[src/common/sdram_consts.svh]
`ifndef SDRAM_CONSTS_SVH
`define SDRAM_CONSTS_SVH

// delay counter loads, the real wait is one cycle longer
`define SDRAM_DELAY_W 3
`define SDRAM_T_CAS 3'd2 // 3 cycles
`define SDRAM_T_PRE 3'd2 // 3 cycles
`define SDRAM_T_ACT 3'd2 // 3 cycles
`define SDRAM_T_REF 3'd6 // 7 cycles

// refresh period, counter wraps after this value
`define SDRAM_REFRESH_W 10
`define SDRAM_REFRESH_INTERVAL 10'd751

// user word and pin widths
`define SDRAM_ADDR_W 23
`define SDRAM_DATA_W 32
`define SDRAM_ROW_W 13
`define SDRAM_BANK_W 2
`define SDRAM_COL_W 8
`define SDRAM_NUM_BANKS 4

// mode register value driven on the address pins at init
//   [12:10] reserved
//   [9]     burst access on writes
//   [8:7]   standard operation
//   [6:4]   CAS latency 2
//   [3]     sequential burst
//   [2:0]   burst length 4
`define SDRAM_MODE_WORD 13'b000_0_00_010_0_010

`endif

[src/common/sdram_cmd_pkg.sv]
package sdram_cmd_pkg;

    // bit order is {cs, ras, cas, we}, all pins active low
    typedef enum logic [3:0] {
        cmd_unselected = 4'b1000, // chip deselected
        cmd_nop        = 4'b0111,
        cmd_active     = 4'b0011, // open row on ba
        cmd_read       = 4'b0101,
        cmd_write      = 4'b0100,
        cmd_precharge  = 4'b0010, // a10 high closes all banks
        cmd_refresh    = 4'b0001  // auto refresh, all banks idle
    } sdram_cmd_t;

endpackage

[src/common/sdram_ctrl_pkg.sv]
`include "sdram_consts.svh"

package sdram_ctrl_pkg;

    // user address split as row | bank | col
    typedef struct packed {
        logic [`SDRAM_ROW_W-1:0]  row;
        logic [`SDRAM_BANK_W-1:0] bank;
        logic [`SDRAM_COL_W-1:0]  col;
    } sdram_addr_fields_t;

    // same 23-bit word, seen flat or by field
    typedef union packed {
        logic [`SDRAM_ADDR_W-1:0] flat;
        sdram_addr_fields_t       fields;
    } sdram_addr_t;

    // command sequencer states
    typedef enum logic [3:0] {
        seq_init,
        seq_wait_delay,  // counts down delay, then goes to saved state
        seq_idle,
        seq_refresh,
        seq_activate,
        seq_read,
        seq_read_result,
        seq_write,
        seq_precharge
    } seq_state_t;

endpackage

[src/verilog/request_slot.sv]
`include "sdram_consts.svh"

module request_slot (
    input  logic                        clk,
    input  logic                        rst,
    input  logic                        in_valid,
    input  logic                        rw,
    input  sdram_ctrl_pkg::sdram_addr_t addr_in,
    input  logic [`SDRAM_DATA_W-1:0]    data_in,
    input  logic                        take,     // sequencer has copied the request
    output logic                        busy,
    output logic                        req_rw,
    output sdram_ctrl_pkg::sdram_addr_t req_addr,
    output logic [`SDRAM_DATA_W-1:0]    req_data
);

    logic accept;

    // strobes while full are dropped
    assign accept = in_valid && !busy;

    // busy stays up from reset until the sequencer leaves init
    always_ff @(posedge clk) begin
        if (rst)
            busy <= 1'b1;
        else if (take)
            busy <= 1'b0;
        else if (accept)
            busy <= 1'b1;
    end

    always_ff @(posedge clk) begin
        if (accept) begin
            req_rw        <= rw;
            req_addr.flat <= addr_in.flat;
            req_data      <= data_in;
        end
    end

endmodule

[src/verilog/bank_tracker.sv]
`include "sdram_consts.svh"

module bank_tracker (
    input  logic                        clk,
    input  logic                        rst,
    input  sdram_ctrl_pkg::sdram_addr_t lookup_addr,
    input  logic                        row_activate,
    input  sdram_ctrl_pkg::sdram_addr_t active_addr,  // bank and row being opened
    input  logic                        bank_close,
    input  logic [`SDRAM_BANK_W-1:0]    close_bank,
    input  logic                        close_all,
    output logic                        row_open,
    output logic                        row_hit
);

    logic [`SDRAM_NUM_BANKS-1:0] open_q;
    logic [`SDRAM_ROW_W-1:0]     row_q [`SDRAM_NUM_BANKS];
    logic [`SDRAM_BANK_W-1:0]    lookup_bank;

    assign lookup_bank = lookup_addr.fields.bank;
    assign row_open    = open_q[lookup_bank];
    assign row_hit     = row_open && (row_q[lookup_bank] == lookup_addr.fields.row);

    always_ff @(posedge clk) begin
        if (rst || close_all) begin
            open_q <= '0;
        end else begin
            if (bank_close)
                open_q[close_bank] <= 1'b0;
            if (row_activate)
                open_q[active_addr.fields.bank] <= 1'b1;
        end
    end

    // row value only matters while its open flag is set
    always_ff @(posedge clk) begin
        if (row_activate)
            row_q[active_addr.fields.bank] <= active_addr.fields.row;
    end

endmodule

[src/verilog/refresh_timer.sv]
`include "sdram_consts.svh"

module refresh_timer (
    input  logic clk,
    input  logic rst,
    input  logic refresh_ack,
    output logic refresh_due
);

    logic [`SDRAM_REFRESH_W-1:0] count_q;

    always_ff @(posedge clk) begin
        if (rst) begin
            count_q     <= `SDRAM_REFRESH_W'd1;
            refresh_due <= 1'b0;
        end else if (count_q == `SDRAM_REFRESH_INTERVAL) begin
            count_q     <= '0;
            refresh_due <= 1'b1; // sticky until the sequencer takes it
        end else begin
            count_q <= count_q + 1'b1;
            if (refresh_ack)
                refresh_due <= 1'b0;
        end
    end

endmodule

[src/sequencer/sdram_sequencer.sv]
`include "sdram_consts.svh"

module sdram_sequencer (
    input  logic                        clk,
    input  logic                        rst,
    input  logic                        busy,        // request waiting in slot
    input  logic                        req_rw,
    input  sdram_ctrl_pkg::sdram_addr_t req_addr,
    input  logic [`SDRAM_DATA_W-1:0]    req_data,
    input  logic                        row_open,
    input  logic                        row_hit,
    input  logic                        refresh_due,
    output logic                        take,
    output logic                        refresh_ack,
    output logic                        row_activate,
    output sdram_ctrl_pkg::sdram_addr_t active_addr,
    output logic                        bank_close,
    output logic                        close_all,
    output logic [`SDRAM_BANK_W-1:0]    close_bank,
    output logic                        cle,
    output logic                        cs,
    output logic                        ras,
    output logic                        cas,
    output logic                        we,
    output logic [`SDRAM_BANK_W-1:0]    ba,
    output logic [`SDRAM_ROW_W-1:0]     a,
    input  logic [`SDRAM_DATA_W-1:0]    dqi,
    output logic [`SDRAM_DATA_W-1:0]    dqo,
    output logic [`SDRAM_DATA_W-1:0]    rd_data,
    output logic                        rd_valid
);

    sdram_ctrl_pkg::seq_state_t  state_q, state_d;
    sdram_ctrl_pkg::seq_state_t  next_q, next_d;   // where wait_delay goes
    logic [`SDRAM_DELAY_W-1:0]   delay_q, delay_d;

    // request in flight
    sdram_ctrl_pkg::sdram_addr_t work_addr_q, work_addr_d;
    logic                        work_rw_q, work_rw_d;
    logic [`SDRAM_DATA_W-1:0]    work_data_q, work_data_d;

    logic                        pre_all_q, pre_all_d;
    logic [`SDRAM_BANK_W-1:0]    pre_bank_q, pre_bank_d;

    // next values for the pin registers
    sdram_cmd_pkg::sdram_cmd_t   cmd_q, cmd_d;
    logic                        cle_q, cle_d;
    logic [`SDRAM_BANK_W-1:0]    ba_q, ba_d;
    logic [`SDRAM_ROW_W-1:0]     a_q, a_d;
    logic [`SDRAM_DATA_W-1:0]    dqo_q, dqo_d;

    logic [`SDRAM_DATA_W-1:0]    rd_data_q;
    logic                        rd_valid_q;

    // init also clears the busy level left by reset
    assign take = (state_q == sdram_ctrl_pkg::seq_init) ||
                  (state_q == sdram_ctrl_pkg::seq_idle && !refresh_due && busy);
    assign refresh_ack = (state_q == sdram_ctrl_pkg::seq_idle) && refresh_due;

    assign row_activate = state_q == sdram_ctrl_pkg::seq_activate;
    assign active_addr  = work_addr_q;
    assign bank_close   = (state_q == sdram_ctrl_pkg::seq_precharge) && !pre_all_q;
    assign close_all    = (state_q == sdram_ctrl_pkg::seq_precharge) && pre_all_q;
    assign close_bank   = pre_bank_q;

    assign {cs, ras, cas, we} = cmd_q;
    assign cle      = cle_q;
    assign ba       = ba_q;
    assign a        = a_q;
    assign dqo      = dqo_q;
    assign rd_data  = rd_data_q;
    assign rd_valid = rd_valid_q;

    always_comb begin
        state_d     = state_q;
        next_d      = next_q;
        delay_d     = delay_q;
        work_addr_d = work_addr_q;
        work_rw_d   = work_rw_q;
        work_data_d = work_data_q;
        pre_all_d   = pre_all_q;
        pre_bank_d  = pre_bank_q;
        cmd_d       = sdram_cmd_pkg::cmd_nop;
        cle_d       = cle_q;
        ba_d        = '0;
        a_d         = '0;
        dqo_d       = '0; // bus only carries data during a write

        case (state_q)
            sdram_ctrl_pkg::seq_init: begin
                cle_d   = 1'b1;
                a_d     = `SDRAM_MODE_WORD;
                delay_d = '0;
                next_d  = sdram_ctrl_pkg::seq_idle;
                state_d = sdram_ctrl_pkg::seq_wait_delay;
            end
            sdram_ctrl_pkg::seq_wait_delay: begin
                delay_d = delay_q - 1'b1;
                if (delay_q == '0)
                    state_d = next_q;
            end
            sdram_ctrl_pkg::seq_idle: begin
                if (refresh_due) begin // refresh beats a waiting request
                    pre_all_d = 1'b1;
                    next_d    = sdram_ctrl_pkg::seq_refresh;
                    state_d   = sdram_ctrl_pkg::seq_precharge;
                end else if (busy) begin
                    work_addr_d = req_addr;
                    work_rw_d   = req_rw;
                    work_data_d = req_data;
                    if (row_hit) begin
                        state_d = req_rw ? sdram_ctrl_pkg::seq_write
                                         : sdram_ctrl_pkg::seq_read;
                    end else if (row_open) begin
                        // wrong row open in this bank
                        pre_all_d  = 1'b0;
                        pre_bank_d = req_addr.fields.bank;
                        next_d     = sdram_ctrl_pkg::seq_activate;
                        state_d    = sdram_ctrl_pkg::seq_precharge;
                    end else begin
                        state_d = sdram_ctrl_pkg::seq_activate;
                    end
                end
            end
            sdram_ctrl_pkg::seq_refresh: begin
                cmd_d   = sdram_cmd_pkg::cmd_refresh;
                delay_d = `SDRAM_T_REF;
                next_d  = sdram_ctrl_pkg::seq_idle;
                state_d = sdram_ctrl_pkg::seq_wait_delay;
            end
            sdram_ctrl_pkg::seq_activate: begin
                cmd_d   = sdram_cmd_pkg::cmd_active;
                a_d     = work_addr_q.fields.row;
                ba_d    = work_addr_q.fields.bank;
                delay_d = `SDRAM_T_ACT;
                next_d  = work_rw_q ? sdram_ctrl_pkg::seq_write : sdram_ctrl_pkg::seq_read;
                state_d = sdram_ctrl_pkg::seq_wait_delay;
            end
            sdram_ctrl_pkg::seq_read: begin
                cmd_d   = sdram_cmd_pkg::cmd_read;
                a_d     = {2'b00, 1'b0, work_addr_q.fields.col, 2'b00}; // a10 low, no auto precharge
                ba_d    = work_addr_q.fields.bank;
                delay_d = `SDRAM_T_CAS;
                next_d  = sdram_ctrl_pkg::seq_read_result;
                state_d = sdram_ctrl_pkg::seq_wait_delay;
            end
            sdram_ctrl_pkg::seq_read_result: begin
                state_d = sdram_ctrl_pkg::seq_idle;
            end
            sdram_ctrl_pkg::seq_write: begin
                cmd_d   = sdram_cmd_pkg::cmd_write;
                a_d     = {2'b00, 1'b0, work_addr_q.fields.col, 2'b00};
                ba_d    = work_addr_q.fields.bank;
                dqo_d   = work_data_q;
                state_d = sdram_ctrl_pkg::seq_idle;
            end
            sdram_ctrl_pkg::seq_precharge: begin
                cmd_d     = sdram_cmd_pkg::cmd_precharge;
                a_d[10]   = pre_all_q;
                ba_d      = pre_bank_q;
                delay_d   = `SDRAM_T_PRE;
                state_d   = sdram_ctrl_pkg::seq_wait_delay;
            end
            default: begin
                cmd_d   = sdram_cmd_pkg::cmd_unselected;
                state_d = sdram_ctrl_pkg::seq_init;
            end
        endcase
    end

    always_ff @(posedge clk) begin
        if (rst) begin
            state_q    <= sdram_ctrl_pkg::seq_init;
            cmd_q      <= sdram_cmd_pkg::cmd_nop;
            cle_q      <= 1'b0;
            rd_valid_q <= 1'b0;
        end else begin
            state_q    <= state_d;
            cmd_q      <= cmd_d;
            cle_q      <= cle_d;
            rd_valid_q <= state_q == sdram_ctrl_pkg::seq_read_result;
        end
    end

    always_ff @(posedge clk) begin
        next_q      <= next_d;
        delay_q     <= delay_d;
        work_addr_q <= work_addr_d;
        work_rw_q   <= work_rw_d;
        work_data_q <= work_data_d;
        pre_all_q   <= pre_all_d;
        pre_bank_q  <= pre_bank_d;
        ba_q        <= ba_d;
        a_q         <= a_d;
        dqo_q       <= dqo_d;
        if (state_q == sdram_ctrl_pkg::seq_read_result)
            rd_data_q <= dqi; // 3 cycles after the read command
    end

endmodule

[src/verilog/sdram_controller.sv]
`include "sdram_consts.svh"

module sdram_controller (
    input  logic                        clk,
    input  logic                        rst,
    input  sdram_ctrl_pkg::sdram_addr_t user_addr,
    input  logic                        rw,        // 1 = write
    input  logic                        in_valid,
    input  logic [`SDRAM_DATA_W-1:0]    data_in,
    output logic [`SDRAM_DATA_W-1:0]    data_out,
    output logic                        busy,
    output logic                        out_valid,
    output logic                        sdram_cle,
    output logic                        sdram_cs,
    output logic                        sdram_ras,
    output logic                        sdram_cas,
    output logic                        sdram_we,
    output logic [`SDRAM_BANK_W-1:0]    sdram_ba,
    output logic [`SDRAM_ROW_W-1:0]     sdram_a,
    input  logic [`SDRAM_DATA_W-1:0]    sdram_dqi,
    output logic [`SDRAM_DATA_W-1:0]    sdram_dqo
);

    logic                        take;
    logic                        req_rw;
    sdram_ctrl_pkg::sdram_addr_t req_addr;
    logic [`SDRAM_DATA_W-1:0]    req_data;

    logic                        row_open;
    logic                        row_hit;
    logic                        row_activate;
    sdram_ctrl_pkg::sdram_addr_t active_addr;
    logic                        bank_close;
    logic [`SDRAM_BANK_W-1:0]    close_bank;
    logic                        close_all;

    logic refresh_due;
    logic refresh_ack;

    request_slot i_slot (
        .clk      (clk),
        .rst      (rst),
        .in_valid (in_valid),
        .rw       (rw),
        .addr_in  (user_addr),
        .data_in  (data_in),
        .take     (take),
        .busy     (busy),
        .req_rw   (req_rw),
        .req_addr (req_addr),
        .req_data (req_data)
    );

    // looks up the waiting request, not the one in flight
    bank_tracker i_tracker (
        .clk          (clk),
        .rst          (rst),
        .lookup_addr  (req_addr),
        .row_activate (row_activate),
        .active_addr  (active_addr),
        .bank_close   (bank_close),
        .close_bank   (close_bank),
        .close_all    (close_all),
        .row_open     (row_open),
        .row_hit      (row_hit)
    );

    refresh_timer i_refresh (
        .clk         (clk),
        .rst         (rst),
        .refresh_ack (refresh_ack),
        .refresh_due (refresh_due)
    );

    sdram_sequencer i_seq (
        .clk          (clk),
        .rst          (rst),
        .busy         (busy),
        .req_rw       (req_rw),
        .req_addr     (req_addr),
        .req_data     (req_data),
        .row_open     (row_open),
        .row_hit      (row_hit),
        .refresh_due  (refresh_due),
        .take         (take),
        .refresh_ack  (refresh_ack),
        .row_activate (row_activate),
        .active_addr  (active_addr),
        .bank_close   (bank_close),
        .close_all    (close_all),
        .close_bank   (close_bank),
        .cle          (sdram_cle),
        .cs           (sdram_cs),
        .ras          (sdram_ras),
        .cas          (sdram_cas),
        .we           (sdram_we),
        .ba           (sdram_ba),
        .a            (sdram_a),
        .dqi          (sdram_dqi),
        .dqo          (sdram_dqo),
        .rd_data      (data_out),
        .rd_valid     (out_valid)
    );

endmodule

[config.mk]
export PLATFORM = sky130hd
export DESIGN_NAME = sdram_controller
export DESIGN_NICKNAME = d
export VERILOG_FILES = /design/src/common/sdram_cmd_pkg.sv /design/src/common/sdram_ctrl_pkg.sv /design/src/verilog/request_slot.sv /design/src/verilog/bank_tracker.sv /design/src/verilog/refresh_timer.sv /design/src/sequencer/sdram_sequencer.sv /design/src/verilog/sdram_controller.sv
export VERILOG_INCLUDE_DIRS = /design/src /design/src/common
export SDC_FILE = /design/constraint.sdc
export NUM_CORES = 1
export LEC_CHECK = 0
export BUFFER_PORTS_ARGS = -buffer_cell sky130_fd_sc_hd__buf_2
export CAP_MARGIN = 10
export CORE_MARGIN = 3
export CORE_UTILIZATION = 45
export CTS_CLUSTER_DIAMETER = 150
export CTS_CLUSTER_SIZE = 30
export DETAILED_ROUTE_END_ITERATION = 10
export GPL_TIMING_DRIVEN = 0
export PLACE_DENSITY = 0.67
export RECOVER_POWER = 25
export SKIP_CTS_REPAIR_TIMING = 1
export SYNTH_ARGS = -nofsm -noshare
export SYNTH_HDL_FRONTEND = slang
export SYNTH_SLANG_ARGS = --single-unit
[constraint.sdc]
create_clock -name clk -period 8.1 [get_ports clk]
set_input_delay 1.215 -clock clk [delete_from_list [all_inputs] [get_ports clk]]
set_output_delay 1.215 -clock clk [all_outputs]
set_load 0.1 [all_outputs]
; Word-level counts from Yosys, hierarchy flattened
; Memories as Yosys holds them, arrays and structs flattened. A register that Yosys moved wholly into a read port is not among the register bits.
; Cells that the tools add are included.
[word_totals]
reg_bits = 227
ram_bits = 52
in_bits = 91
elab_cells = 125
n_memories = 1
[memory_table]
columns = memory, depth, width, read_ports, rd_ports_with_merged_regs, wr, line
row1 = i_tracker.row_q, 4, 13, 1, 1, 1, bank_tracker.sv:17  ; logic [`SDRAM_ROW_W-1:0] row_q [`SDRAM_NUM_BANKS];
[classes]
addsub = 2
n_lt_le_gt_ge = 5
eq_ne = 15
mux = 38
bitwise = 5
n_reduce_logical = 35
[op_table]
columns = operator, n
row1 = $mux W4, 12
row2 = $pmux W4 S4, 2
row3 = $pmux W10 S3, 1
row4 = $pmux W4 S6, 1
row5 = $eq A4 B3 Y1 const B, 4
row6 = $eq A13 B13 Y1, 1
row7 = $mux W1, 13
row8 = $pmux W3 S4, 1
row9 = $add A10 B1 Y10 const B, 1
row10 = $eq A10 B10 Y1 const B, 1
row11 = $logic_and A1 B1 Y1, 9
row12 = $lt A2 B3 Y1 const B, 3
row13 = $ne A3 B3 Y1 const B, 3
row14 = $eq A4 B2 Y1 const B, 2
row15 = $reduce_and A4 Y1, 2
row16 = $reduce_bool A2 Y1, 4
row17 = $reduce_bool A4 Y1, 2
row18 = $reduce_or A2 Y1, 4
row19 = $mux W2, 3
row20 = $reduce_or A3 Y1, 2
row21 = $reduce_and A5 Y1, 1
row22 = $reduce_or A5 Y1, 1
row23 = $and A4 B4 Y4, 1
row24 = $demux W1 S2, 2
row25 = 19 further kinds, 24

; Longest topological paths before layout
; Gate-level depths: netlist of the first run.
[depth]
ltp_word = 10
depth_mapped = 8
mapped_depth_nobuf = 8

; By module
; A second synthesis of the first run with hierarchy kept.
[unflattened]
hier_cells = 535
area_unflattened_um2 = 9572.9
[by_module_without_submodules]
columns = module, n_inst, cells_per_inst, area_per_inst_um2, seq_area_each_um2
row1 = sdram_sequencer, 1, 306, 5033.6, 4053.9
row2 = bank_tracker, 1, 114, 2299.7, 1641.6
row3 = request_slot, 1, 60, 1721.7, 1701.6
row4 = refresh_timer, 1, 55, 518.0, 220.2

; Worst setup path after synthesis of the first run
; OpenSTA, ideal clock, no wires.
[synth_timing]
path_kind = input-to-reg
start = input port in_valid
end = register with a tool-made name
setup_ps = 123
arrival_ps = 4258
required_time_ps = 7977
setup_slack_ps = 3719
path_stages = 2
path_buffers = 0
path_cell_list = nor2b_1 mux2_2
[synth_rtl]
columns = item, line
row1 = start: declaration, sdram_controller.sv:8  ; input logic in_valid,

==> results of run 1 <==
==> stage by stage <==
stage / util [%] / instance area [um2] / instances
CTS: 54.7 / 11200 / 1023
global placement: 52.4 / 10800 / 995
finish: 54.7 / 11200 / 1023
global route: 54.7 / 11200 / 1023
floorplan: - / 9560 / 550
detailed placement: 52.9 / 10900 / 1001
==> registers in the layout, indices dropped and copies added (netlist names), 10 cells and up, named ones only <==
name / count
i_seq.a: 13
i_slot.req_data: 32
i_slot.req_addr: 23
i_seq.active_addr: 23
i_seq.dqo: 32
i_tracker.row_q: 52
i_refresh.count_q: 10
i_seq.work_data_q: 32
i_seq.rd_data: 32
==> cells in the mapped netlist (all sizes together), types with 4 or more instances <==
cell type / instances / area [um2]
nand3: 10 / 50.1
a22o: 7 / 61.3
and3: 6 / 37.5
clkbuf: 18 / 67.6
nor4: 4 / 40.0
o21ai: 10 / 53.8
edfxtp: 205 / 6160
nor2: 36 / 135
xnor2: 18 / 203
nand2: 18 / 67.6
dfxtp: 75 / 1500
inv: 11 / 41.3
nor3: 9 / 45.0
nor3b: 4 / 30.0
and2: 33 / 206
nand2b: 5 / 31.3
nand4: 5 / 37.5
mux4: 14 / 327
a21oi: 16 / 80.1
==> how the worst max path moves through the flow <==
stage / end / slack (ns) / cells after the start / from
after floorplan: flop / 3.72 / 2 / in_valid
after global placement: flop / 2.39 / 3 / in_valid
after detailed placement: i_seq.next_q[0]$_DFFE_PP_ / 5.28 / 7 / flop
after CTS: i_seq.next_q[2]$_DFFE_PP_ / 5.25 / 7 / flop
after global routing: i_seq.next_q[2]$_DFFE_PP_ / 5.10 / 7 / flop
final: i_seq.next_q[2]$_DFFE_PP_ / 5.28 / 7 / flop
==> metal layers <==
layer | track usage (%) | wire length [um] | up-vias
met2 | 25.0 | 8350 | 181
met3 | 2.80 | 1200 | 32
met1 | 19.5 | 7610 | 2480
met4 | 4.81 | 431 | 4
met5 | 0 | 26 | -
li1 | - | - | 2443
==> cells by family after synthesis <==
group	synth area share, %
mux	3.76
compound gates	3.91
xor+xnor	2.40
buf+inv	1.41
fa+ha+maj	0.393
simple gates	8.00
flops	80.1
==> power groups by stage <==
stage / Combinational (mW) / Sequential [mW] / Clock, mW
6_report: 0.672 / 1.78 / 0.731
5_1_grt: 0.722 / 1.79 / 0.805
4_1_cts: 0.677 / 1.78 / 0.759
3_5_place_dp: 0.674 / 1.81 / 0
3_3_place_gp: 0.649 / 1.81 / 0
2_1_floorplan: 0.316 / 1.99 / 0
==> critical path, stage by stage (launching register included) <==
cell	delay, ns
dfxtp_1	0.42
buf_1	0.53
mux4_2	0.41
xnor2_1	0.27
nand3_1	0.20
nor4_4	0.41
nand2b_1	0.20
a21oi_1	0.13
==> area by class of cell <==
| type | instances | area [um2] | share of cell area, % |
|---|---|---|---|
| clock buffers | 20 | 352 | 3.13 |
| plain buffers | 21 | 93.8 | 0.834 |
| well taps | 270 | 338 | 3.00 |
| clock inverters | 2 | 28.8 | 0.256 |
| multi-input cells | 238 | 1780 | 15.8 |
| flip-flops and latches | 280 | 7660 | 68.1 |
| repair buffers | 181 | 955 | 8.49 |
| inverters | 11 | 41.3 | 0.367 |
==> out/qor.txt, run 1 <==
H-tree levels: 1
Fillers: 1687
final WL: 17.6 mm
Cells after Synth: 550
Max Freq: 354 MHz
IO Count: 177
Hold Startpoint: i_slot.req_addr[3]$_DFFE_PP_
fin worst setup slack: 5.28 ns
GP Congestion: 0.842
critical path arrival: 3.05 ns
vias per cell: 5.02
combinational power share: 21.1%
Min-Delay Path Class: flop to flop
Detailed Routing Iterations Pass 1: 4
number of distinct library cells after synthesis: 54
vias in the first global route: 5174
total global routing overflow: 0
NetSw: 958 uW
antenna viol nets, final: 0
Clock Pin Slew Worst Setup and Hold Paths: 0.11 ns
hold path endpoint: i_seq.active_addr[3]$_DFFE_PP_
Total Power: 3.18 mW
Synth Cell Area: 9560 um2
chip height: 152 um
setup slack, reg-to-reg: 5.28 ns
status: finished, final reports clean
Synth Net Count: 644
n_diodes: 0
ys async rst share: 0%
Rel. slew slack: 46.3%
commonest cells after routing, fill and taps aside: 205 x edfxtp_1, 176 x buf_2, 75 x dfxtp_1, 36 x nor2_1, 33 x and2_1
Skew-Pair Late Insertion Delay: 0.48 ns
hpwl dp: 12.7 mm
Slew Limit Fails: 0
Sw Share: 30.1%
GRT Resource Usage Total: 14.8%
crit end category: flop
Critical Path RT: 8.33 ns
Max Clock Skew: 0.0201 ns
Final #Nets: 840
clock share of power: 23.0%
yosys warns: 0
global-route wire length before repair: 26.5 mm
CTS Buffer Depth: 3
pin count of the biggest net entering global routing: 40
internal power: 2.22 mW
setup_tns: 0 ns
Setup Viol. Count Final: 0
clk root buf: clkbuf_16
Port-buffer cells: 175
Cell Rows: 52
r2r endpoint: i_seq.next_q[2]$_DFFE_PP_
PD cells: 283 nW/um2
DR iter-0 viols: 286
initial antenna violation count: 2
Leak Pwr: 4.16 nW
die area: 23000 um2
TritonCTS clock tree: yes
Worst Path Max Fanout: 10
Seq cells post-synth: 280
Worst Hold Depth: 0
width of the chip: 152 um
DP Worst Slack: 5.28 ns
Avg Inst Size Synth: 17.4 um2
drt wl/cell: 17.2 um
Layout area overhead: 17.7%
Std-Cell Core Area: 20600 um2
worst vdd ir: 0.172 mV
register area share after synthesis: 80.1%
CP Class: flop to flop
reg2reg path depth: 7
Initial Utilization: 46.5%
WHS: 0.418 ns
Startpoint Class: flop
most common cell after layout, fill and taps aside: edfxtp_1
Max Cap Viol: 0
fraction of layout instances using a drive strength above 1: 30.4%
Residual DRC: 0
Clock Sinks: 280
Fin. Hold Viols: 0
min Tclk post-route: 2.82 ns
total CTS buffers: 13
Tcrit/Tclk final: 34.8%
Synth Flop Type: edfxtp_1
Worst Tran Pin Value: 0.804 ns
via count: 5140
Sequential Power Share: 55.9%
setup repair after global routing missed its margin: no
number of synthesized flops with an enable pin: 205
Power figures use the tool's default switching activity.
==> inputs of run 2 (changes only) <==
- ABC_AREA: not set -> 1
- clock period: 8.1 -> 2.9 ns (I/O delays scaled with it)
==> run 2 against run 1 <==
Net effect: core utilization grew 0.22 points; area after synthesis grew 0.55%; register-to-register slack lost 4.9 ns; largest power group unchanged; via count grew 8.5%; die area grew 0.53%; sequential share of layout area shrank 0.48 points; clock skew grew 0.0026 ns; clock power grew to 2.8 times the previous value; global-route usage grew 1.0 points.
==> out/qor.txt, run 2 <==
DP Worst Slack: 0.311 ns (-4.97 ns)
Residual DRC: 0 (unchanged)
final WL: 18.5 mm (+5.0%)
fin worst setup slack: 0.347 ns (-4.93 ns)
Port-buffer cells: 175 (unchanged)
via count: 5579 (+8.5%)
setup slack, reg-to-reg: 0.35 ns (-4.93 ns)
Startpoint Class: flop
reg-to-reg critical path startpoint: i_seq.state_q[1]$_SDFFE_PP0P_
min Tclk post-route: 2.55 ns (-0.269 ns)
die area: 23100 um2 (+0.53%)
Max Freq: 392 MHz (+11%)
GRT Resource Usage Total: 15.8% (+1.0 points)
drt wl/cell: 15.6 um (-9.6%)
register area share after synthesis: 79.7% (-0.44 points)
Skew-Pair Late Insertion Delay: 0.49 ns (about the same)
Fin. Hold Viols: 0 (unchanged)
worst vdd ir: 0.811 mV (+370%)
Setup Viol. Count Final: 0 (unchanged)
hold path endpoint: i_seq.rd_data[13]$_DFFE_PP_
Synth Net Count: 808 (+25%)
antenna viol nets, final: 0 (unchanged)
Biggest register: i_tracker.row_q
status: finished, final reports clean
initial antenna violation count: 2 (unchanged)
Critical Path RT: 3.08 ns (-5.25 ns)
crit end category: flop
total CTS buffers: 13 (unchanged)
DR iter-0 viols: 372 (+30%)
CTS Buffer Depth: 3 (unchanged)
clk root buf: clkbuf_16
GP Congestion: 0.821 (-2.5%)
Synth Flop Type: edfxtp_1
Synth Cell Area: 9610 um2 (+0.55%)
total global routing overflow: 0 (unchanged)
met2 Use GR: 26.6% (+1.6 points)
pin count of the biggest net entering global routing: 40 (unchanged)
Min-Delay Path Class: input pin to flop
PD cells: 768 nW/um2 (+170%)
max reg flops: 52 (unchanged)
Max Clock Skew: 0.0227 ns (+0.00262 ns)
Layout area overhead: 17.9%
vias in the first global route: 5480 (+5.9%)
Initial Utilization: 46.6% (+0.11 points)
commonest cells after routing, fill and taps aside: 205 x edfxtp_1, 176 x buf_2, 138 x nand2_1, 92 x inv_1, 76 x nor2_1
Worst Tran Pin Value: 1.00 ns (+0.198 ns)
setup repair after global routing missed its margin: no
Max Cap Viol: 0 (unchanged)
Rel. slew slack: 32.9% (-13 points)
Clock Pin Slew Worst Setup and Hold Paths: 0.11 ns (about the same)
vias per cell: 4.70 (-6.5%)
Std-Cell Core Area: 20600 um2 (+0.32%)
Seq cells post-synth: 280 (unchanged)
met3 usage: 3.29% (+0.50 points)
top cell type by total area after synthesis: edfxtp_1
top post-synthesis cells by count: 205 x edfxtp_1, 138 x nand2_1, 93 x inv_1, 78 x nor2_1, 75 x dfxtp_1
grt met1 use: 20.6% (+1.2 points)
Avg Inst Size Synth: 13.5 um2 (-23%)
Leak Pwr: 4.65 nW (+12%)
Tcrit/Tclk final: 88.0% (+53 points)
hpwl dp: 12.9 mm (+2.3%)
yosys warns: 0 (unchanged)
post-synth top area share: 64.1% (-0.35 points)
setup_tns: 0 ns (unchanged)
Slew Limit Fails: 0 (unchanged)
Hold Startpoint: sdram_dqi[13]
most common cell after layout, fill and taps aside: edfxtp_1
TritonCTS clock tree: yes
Clock Sinks: 280 (unchanged)
Cells after Synth: 714 (+30%)
IO Count: 177 (unchanged)
Total Power: 8.70 mW (+170%)
Detailed Routing Iterations Pass 1: 5 (+1)
Cell Rows: 52 (unchanged)
critical path arrival: 2.74 ns (-0.31 ns)
Worst Path Max Fanout: 31 (+21)
Worst Hold Depth: 1 (+1)
global-route wire length before repair: 29.2 mm (+10%)
number of distinct library cells after synthesis: 37 (-31%)
most frequent cell after synthesis: edfxtp_1
fraction of layout instances using a drive strength above 1: 23.8% (-6.6 points)
synth top area cells: edfxtp_1 64%, dfxtp_1 16%, nand2_1 5.4%
width of the chip: 152 um (+0.26%)
number of synthesized flops with an enable pin: 205 (unchanged)
chip height: 152 um (+0.26%)
reg2reg path depth: 9 (+2)
Final #Nets: 1004 (+20%)
CP Class: flop to flop
H-tree levels: 1 (unchanged)
gr busiest metal: met2
ys async rst share: 0% (unchanged)
r2r endpoint: i_seq.active_addr[12]$_DFFE_PP_
## run 2: worst max-delay path by stage
stage                                   from                               to  slack [ns]  cells past startpoint
4_1_cts        i_seq.state_q[1]$_SDFFE_PP0P_   i_seq.active_addr[4]$_DFFE_PP_        0.26                      9
3_3_place_gp   i_seq.state_q[2]$_SDFFE_PP0P_   i_tracker.open_q[3]$_SDFF_PP0_       -0.55                      8
5_1_grt        i_seq.state_q[1]$_SDFFE_PP0P_   i_seq.active_addr[7]$_DFFE_PP_        0.07                      9
3_5_place_dp   i_seq.state_q[1]$_SDFFE_PP0P_  i_seq.work_data_q[10]$_DFFE_PP_        0.31                      9
2_1_floorplan       i_slot.busy$_SDFFE_PP1P_     i_slot.req_addr[0]$_DFFE_PP_        0.34                      3
6_report       i_seq.state_q[1]$_SDFFE_PP0P_  i_seq.active_addr[12]$_DFFE_PP_        0.35                      9
## run 2: metal layers
layer  vias to the layer above  part of all wire [%]
met1                      2619                    43
met4                         0                   2.8
met3                        32                   5.1
met2                       139                    50
met5                         -                     0
li1                       2789                     -
## run 2: where the power goes
group	total [mW]	internal (mW)	switching [mW]
combinational	1.74	0.423	1.31
sequential	4.91	4.76	0.151
clock	2.05	0.872	1.18
## run 2: metrics by stage
step	cells	hold slack, ns	util [%]	instance area (um2)
6_report	1188	0.112	54.9	11300
5_1_grt	1188	0.0829	54.9	11300
4_1_cts	1186	0.0818	54.9	11300
3_5_place_dp	1165	0.405	53.1	10900
3_3_place_gp	1159	0.400	52.5	10800
2_1_floorplan	714	0.400	-	9620
## run 2: worst max-delay path: stages (launching register included)
cell	delay, ns
dfxtp_1	0.44
inv_1	0.08
nor2_1	0.12
inv_1	0.12
nor2_1	0.15
inv_1	0.07
nor2_1	0.15
inv_1	0.12
nor2_4	0.69
buf_12	0.31
## run 2: logic make-up (layout without fill, tap and decap cells)
| kind of cell | count (synthesis) | after routing | share of synthesized area (%) |
|---|---|---|---|
| AOI/OAI and AO/OA | 48 | 48 | 3.24 |
| DFF | 280 | 280 | 79.7 |
| and+or+nand+nor | 274 | 274 | 11.9 |
| adders and majority gates | 3 | 3 | 0.391 |
| xor gates and xnor gates | 2 | 2 | 0.182 |
| other | 0 | 2 | 0 |
| buffers and inverters | 107 | 309 | 4.57 |
## run 2: layout make-up
class | instances | area [um2]
Multi-Input combinational cell | 327 | 1550
Antenna cell | 2 | 5.00
Clock inverter | 2 | 28.8
Inverter | 95 | 362
Sequential cell | 280 | 7660
Buffer | 12 | 77.6
Fill cell | 1707 | 9300
Timing Repair Buffer | 181 | 963
Clock buffer | 19 | 348
Tap cell | 270 | 338
==> inputs of run 3 (changes only) <==
- CORE_UTILIZATION: 45 -> 55
- HOLD_SLACK_MARGIN: not set -> 0.12
- MAX_ROUTING_LAYER: not set -> met4
- PLACE_DENSITY: 0.67 -> 0.79
==> run 3 against run 2 <==
Net effect: power rose by 1.0%; sequential share of layout area shrank 3.7 points; worst setup slack better by 0.11 ns; core utilization is 16 points higher; global-route usage increased by 3.9 points; clock skew up 0.0018 ns; first-iteration DRC count is 16% higher; critical path type unchanged; largest power group unchanged.
==> out/qor.txt, run 3 (same netlist as run 2, synthesis figures left out) <==
setup repair after global routing missed its margin: no
combinational power share: 20.9% (+0.9 points)
Worst Path Max Fanout: 8 (-74%)
multi-input logic area: 1550 um2 (unchanged)
DR iter-0 viols: 432 (+16%)
hold path endpoint: i_slot.req_addr[12]$_DFFE_PP_
global-route wire length before repair: 29.2 mm (about the same)
die area: 19100 um2 (-17%)
Clock Sinks: 280 (unchanged)
Cell Rows: 47 (-9.6%)
Tcrit/Tclk final: 84.1% (-3.9 points)
clock share of power: 23.0% (-0.6 points)
Min-Delay Path Class: input pin to flop
hpwl dp: 13.4 mm (+3.6%)
vias per cell: 4.98 (+6.1%)
GP Congestion: 0.879 (+7.1%)
Port-buffer cells: 175 (unchanged)
antenna viol nets, final: 0 (unchanged)
setup slack, reg-to-reg: 0.46 ns (+0.11 ns)
worst vdd ir: 0.609 mV (-25%)
Slew Limit Fails: 0 (unchanged)
Reg area: 7660 um2 (unchanged)
initial antenna violation count: 0 (-2)
reg-to-reg critical path startpoint: i_seq.state_q[2]$_SDFFE_PP0P_
internal power: 6.13 mW (+1.2%)
drt wl/cell: 16.7 um (+7.5%)
DP Cell Count: 1116 (-4.2%)
Startpoint Class: flop
most common cell after layout, fill and taps aside: edfxtp_1
Leak Pwr: 4.94 nW (+6.4%)
reg2reg path depth: 7 (-2)
Initial Utilization: 57.1% (+11 points)
Worst Hold Depth: 1 (unchanged)
Biggest register: i_tracker.row_q
via count: 6013 (+7.8%)
Hold Startpoint: user_addr[12]
Std-Cell Core Area: 16800 um2 (-18%)
Setup Viol. Count Final: 0 (unchanged)
TritonCTS clock tree: yes
CTS Buffer Depth: 3 (unchanged)
Max Cap Viol: 0 (unchanged)
H-tree levels: 1 (unchanged)
IO Count: 177 (unchanged)
Residual DRC: 0 (unchanged)
total global routing overflow: 0 (unchanged)
Sequential Power Share: 56.1% (-0.4 points)
max reg flops: 52 (unchanged)
critical path arrival: 2.64 ns (-0.10 ns)
CP Class: flop to flop
Fin. Hold Viols: 0 (unchanged)
Detailed Routing Iterations Pass 1: 5 (unchanged)
NetSw: 2.66 mW (+0.57%)
total CTS buffers: 13 (unchanged)
Sw Share: 30.2% (-0.13 points)
crit end category: flop
Non-Filler Instances: 1207 (+1.6%)
commonest cells after routing, fill and taps aside: 205 x edfxtp_1, 175 x buf_2, 138 x nand2_1, 92 x inv_1, 76 x nor2_1
Clock Pin Slew Worst Setup and Hold Paths: 0.11 ns (about the same)
n_diodes: 0 (-2)
Final #Nets: 1075 (+7.1%)
Skew-Pair Late Insertion Delay: 0.48 ns (about the same)
Fillers: 1140 (-33%)
status: finished, final reports clean
r2r endpoint: i_tracker.row_q[3][7]$_DFFE_PP_
min Tclk post-route: 2.44 ns (-0.113 ns)
chip height: 138 um (-9.2%)
final WL: 20.2 mm (+9.2%)
Max Freq: 410 MHz (+4.6%)
fraction of layout instances using a drive strength above 1: 22.0% (-1.8 points)
Worst Tran Pin Value: 0.952 ns (-0.0508 ns)
Critical Path RT: 3.10 ns (+0.02 ns)
vias in the first global route: 5767 (+5.2%)
pin count of the biggest net entering global routing: 37 (-7.5%)
Total Power: 8.78 mW (+1.0%)
Layout area overhead: 24.6%
Max Clock Skew: 0.0244 ns (+0.00176 ns)
GRT Resource Usage Total: 19.7% (+3.9 points)
clk root buf: clkbuf_16
width of the chip: 138 um (-9.2%)
PD cells: 734 nW/um2 (-4.5%)
Rel. slew slack: 36.4% (+3.5 points)
## run 3: per-layer routing
metal  part of all wire, %  GRT usage [%]  vias up
li1                      -              -     2925
met1                    38           23.9     2871
met2                    54           33.9      183
met3                   5.3           3.04       34
met4                   2.6           7.12        0
met5                     0              -        -
## run 3: area by class of cell
cell class / count / area share [%]
plain buffers: 12 / 0.648
multi-input cells: 327 / 12.9
flip-flops and latches: 280 / 63.9
clock inverters: 1 / 0.167
repair buffers: 252 / 14.1
well taps: 220 / 2.30
clock buffers: 20 / 2.94
inverters: 95 / 3.02
## run 3: worst max path at each step
stage,from,end
after global routing,i_seq.state_q[2]$_SDFFE_PP0P_,i_tracker.row_q[3][7]$_DFFE_PP_
after global placement,i_seq.state_q[2]$_SDFFE_PP0P_,i_tracker.open_q[2]$_SDFF_PP0_
after floorplan,i_slot.busy$_SDFFE_PP1P_,i_slot.req_addr[0]$_DFFE_PP_
after detailed placement,i_seq.state_q[2]$_SDFFE_PP0P_,i_tracker.row_q[3][9]$_DFFE_PP_
final,i_seq.state_q[2]$_SDFFE_PP0P_,i_tracker.row_q[3][7]$_DFFE_PP_
after CTS,i_seq.state_q[2]$_SDFFE_PP0P_,i_tracker.row_q[3][7]$_DFFE_PP_
## run 3: worst max-delay path, cell delays in order, from the launching register on
cell     delay (ns)
dfxtp_1        0.38
inv_1          0.05
nor2_1         0.16
inv_1          0.19
nor2_1         0.26
inv_1          0.27
nor3_2         0.62
buf_6          0.23
## run 3: per-stage QoR
stage / worst slack [ns] / setup TNS [ns] / instance area (um2) / hold slack, ns / utilization [%]
global route: 0.278 / 0 / 12000 / 0.115 / 71.2
CTS: 0.484 / 0 / 11300 / 0.105 / 67.0
global placement: -0.498 / -29.60 / 10800 / 0.400 / 64.0
floorplan: 0.344 / 0 / 9620 / 0.400 / -
detailed placement: 0.512 / 0 / 10900 / 0.405 / 64.8
finish: 0.460 / 0 / 12000 / 0.132 / 71.2
## run 3: power by group through the flow
stage	Combinational [mW]	Clock [mW]	Sequential, mW
after floorplan	0.804	0	5.46
after global placement	1.65	0	5.01
after detailed placement	1.75	0	5.01
after CTS	1.76	2.07	4.92
after global routing	2.01	2.20	4.96
final	1.84	2.02	4.92
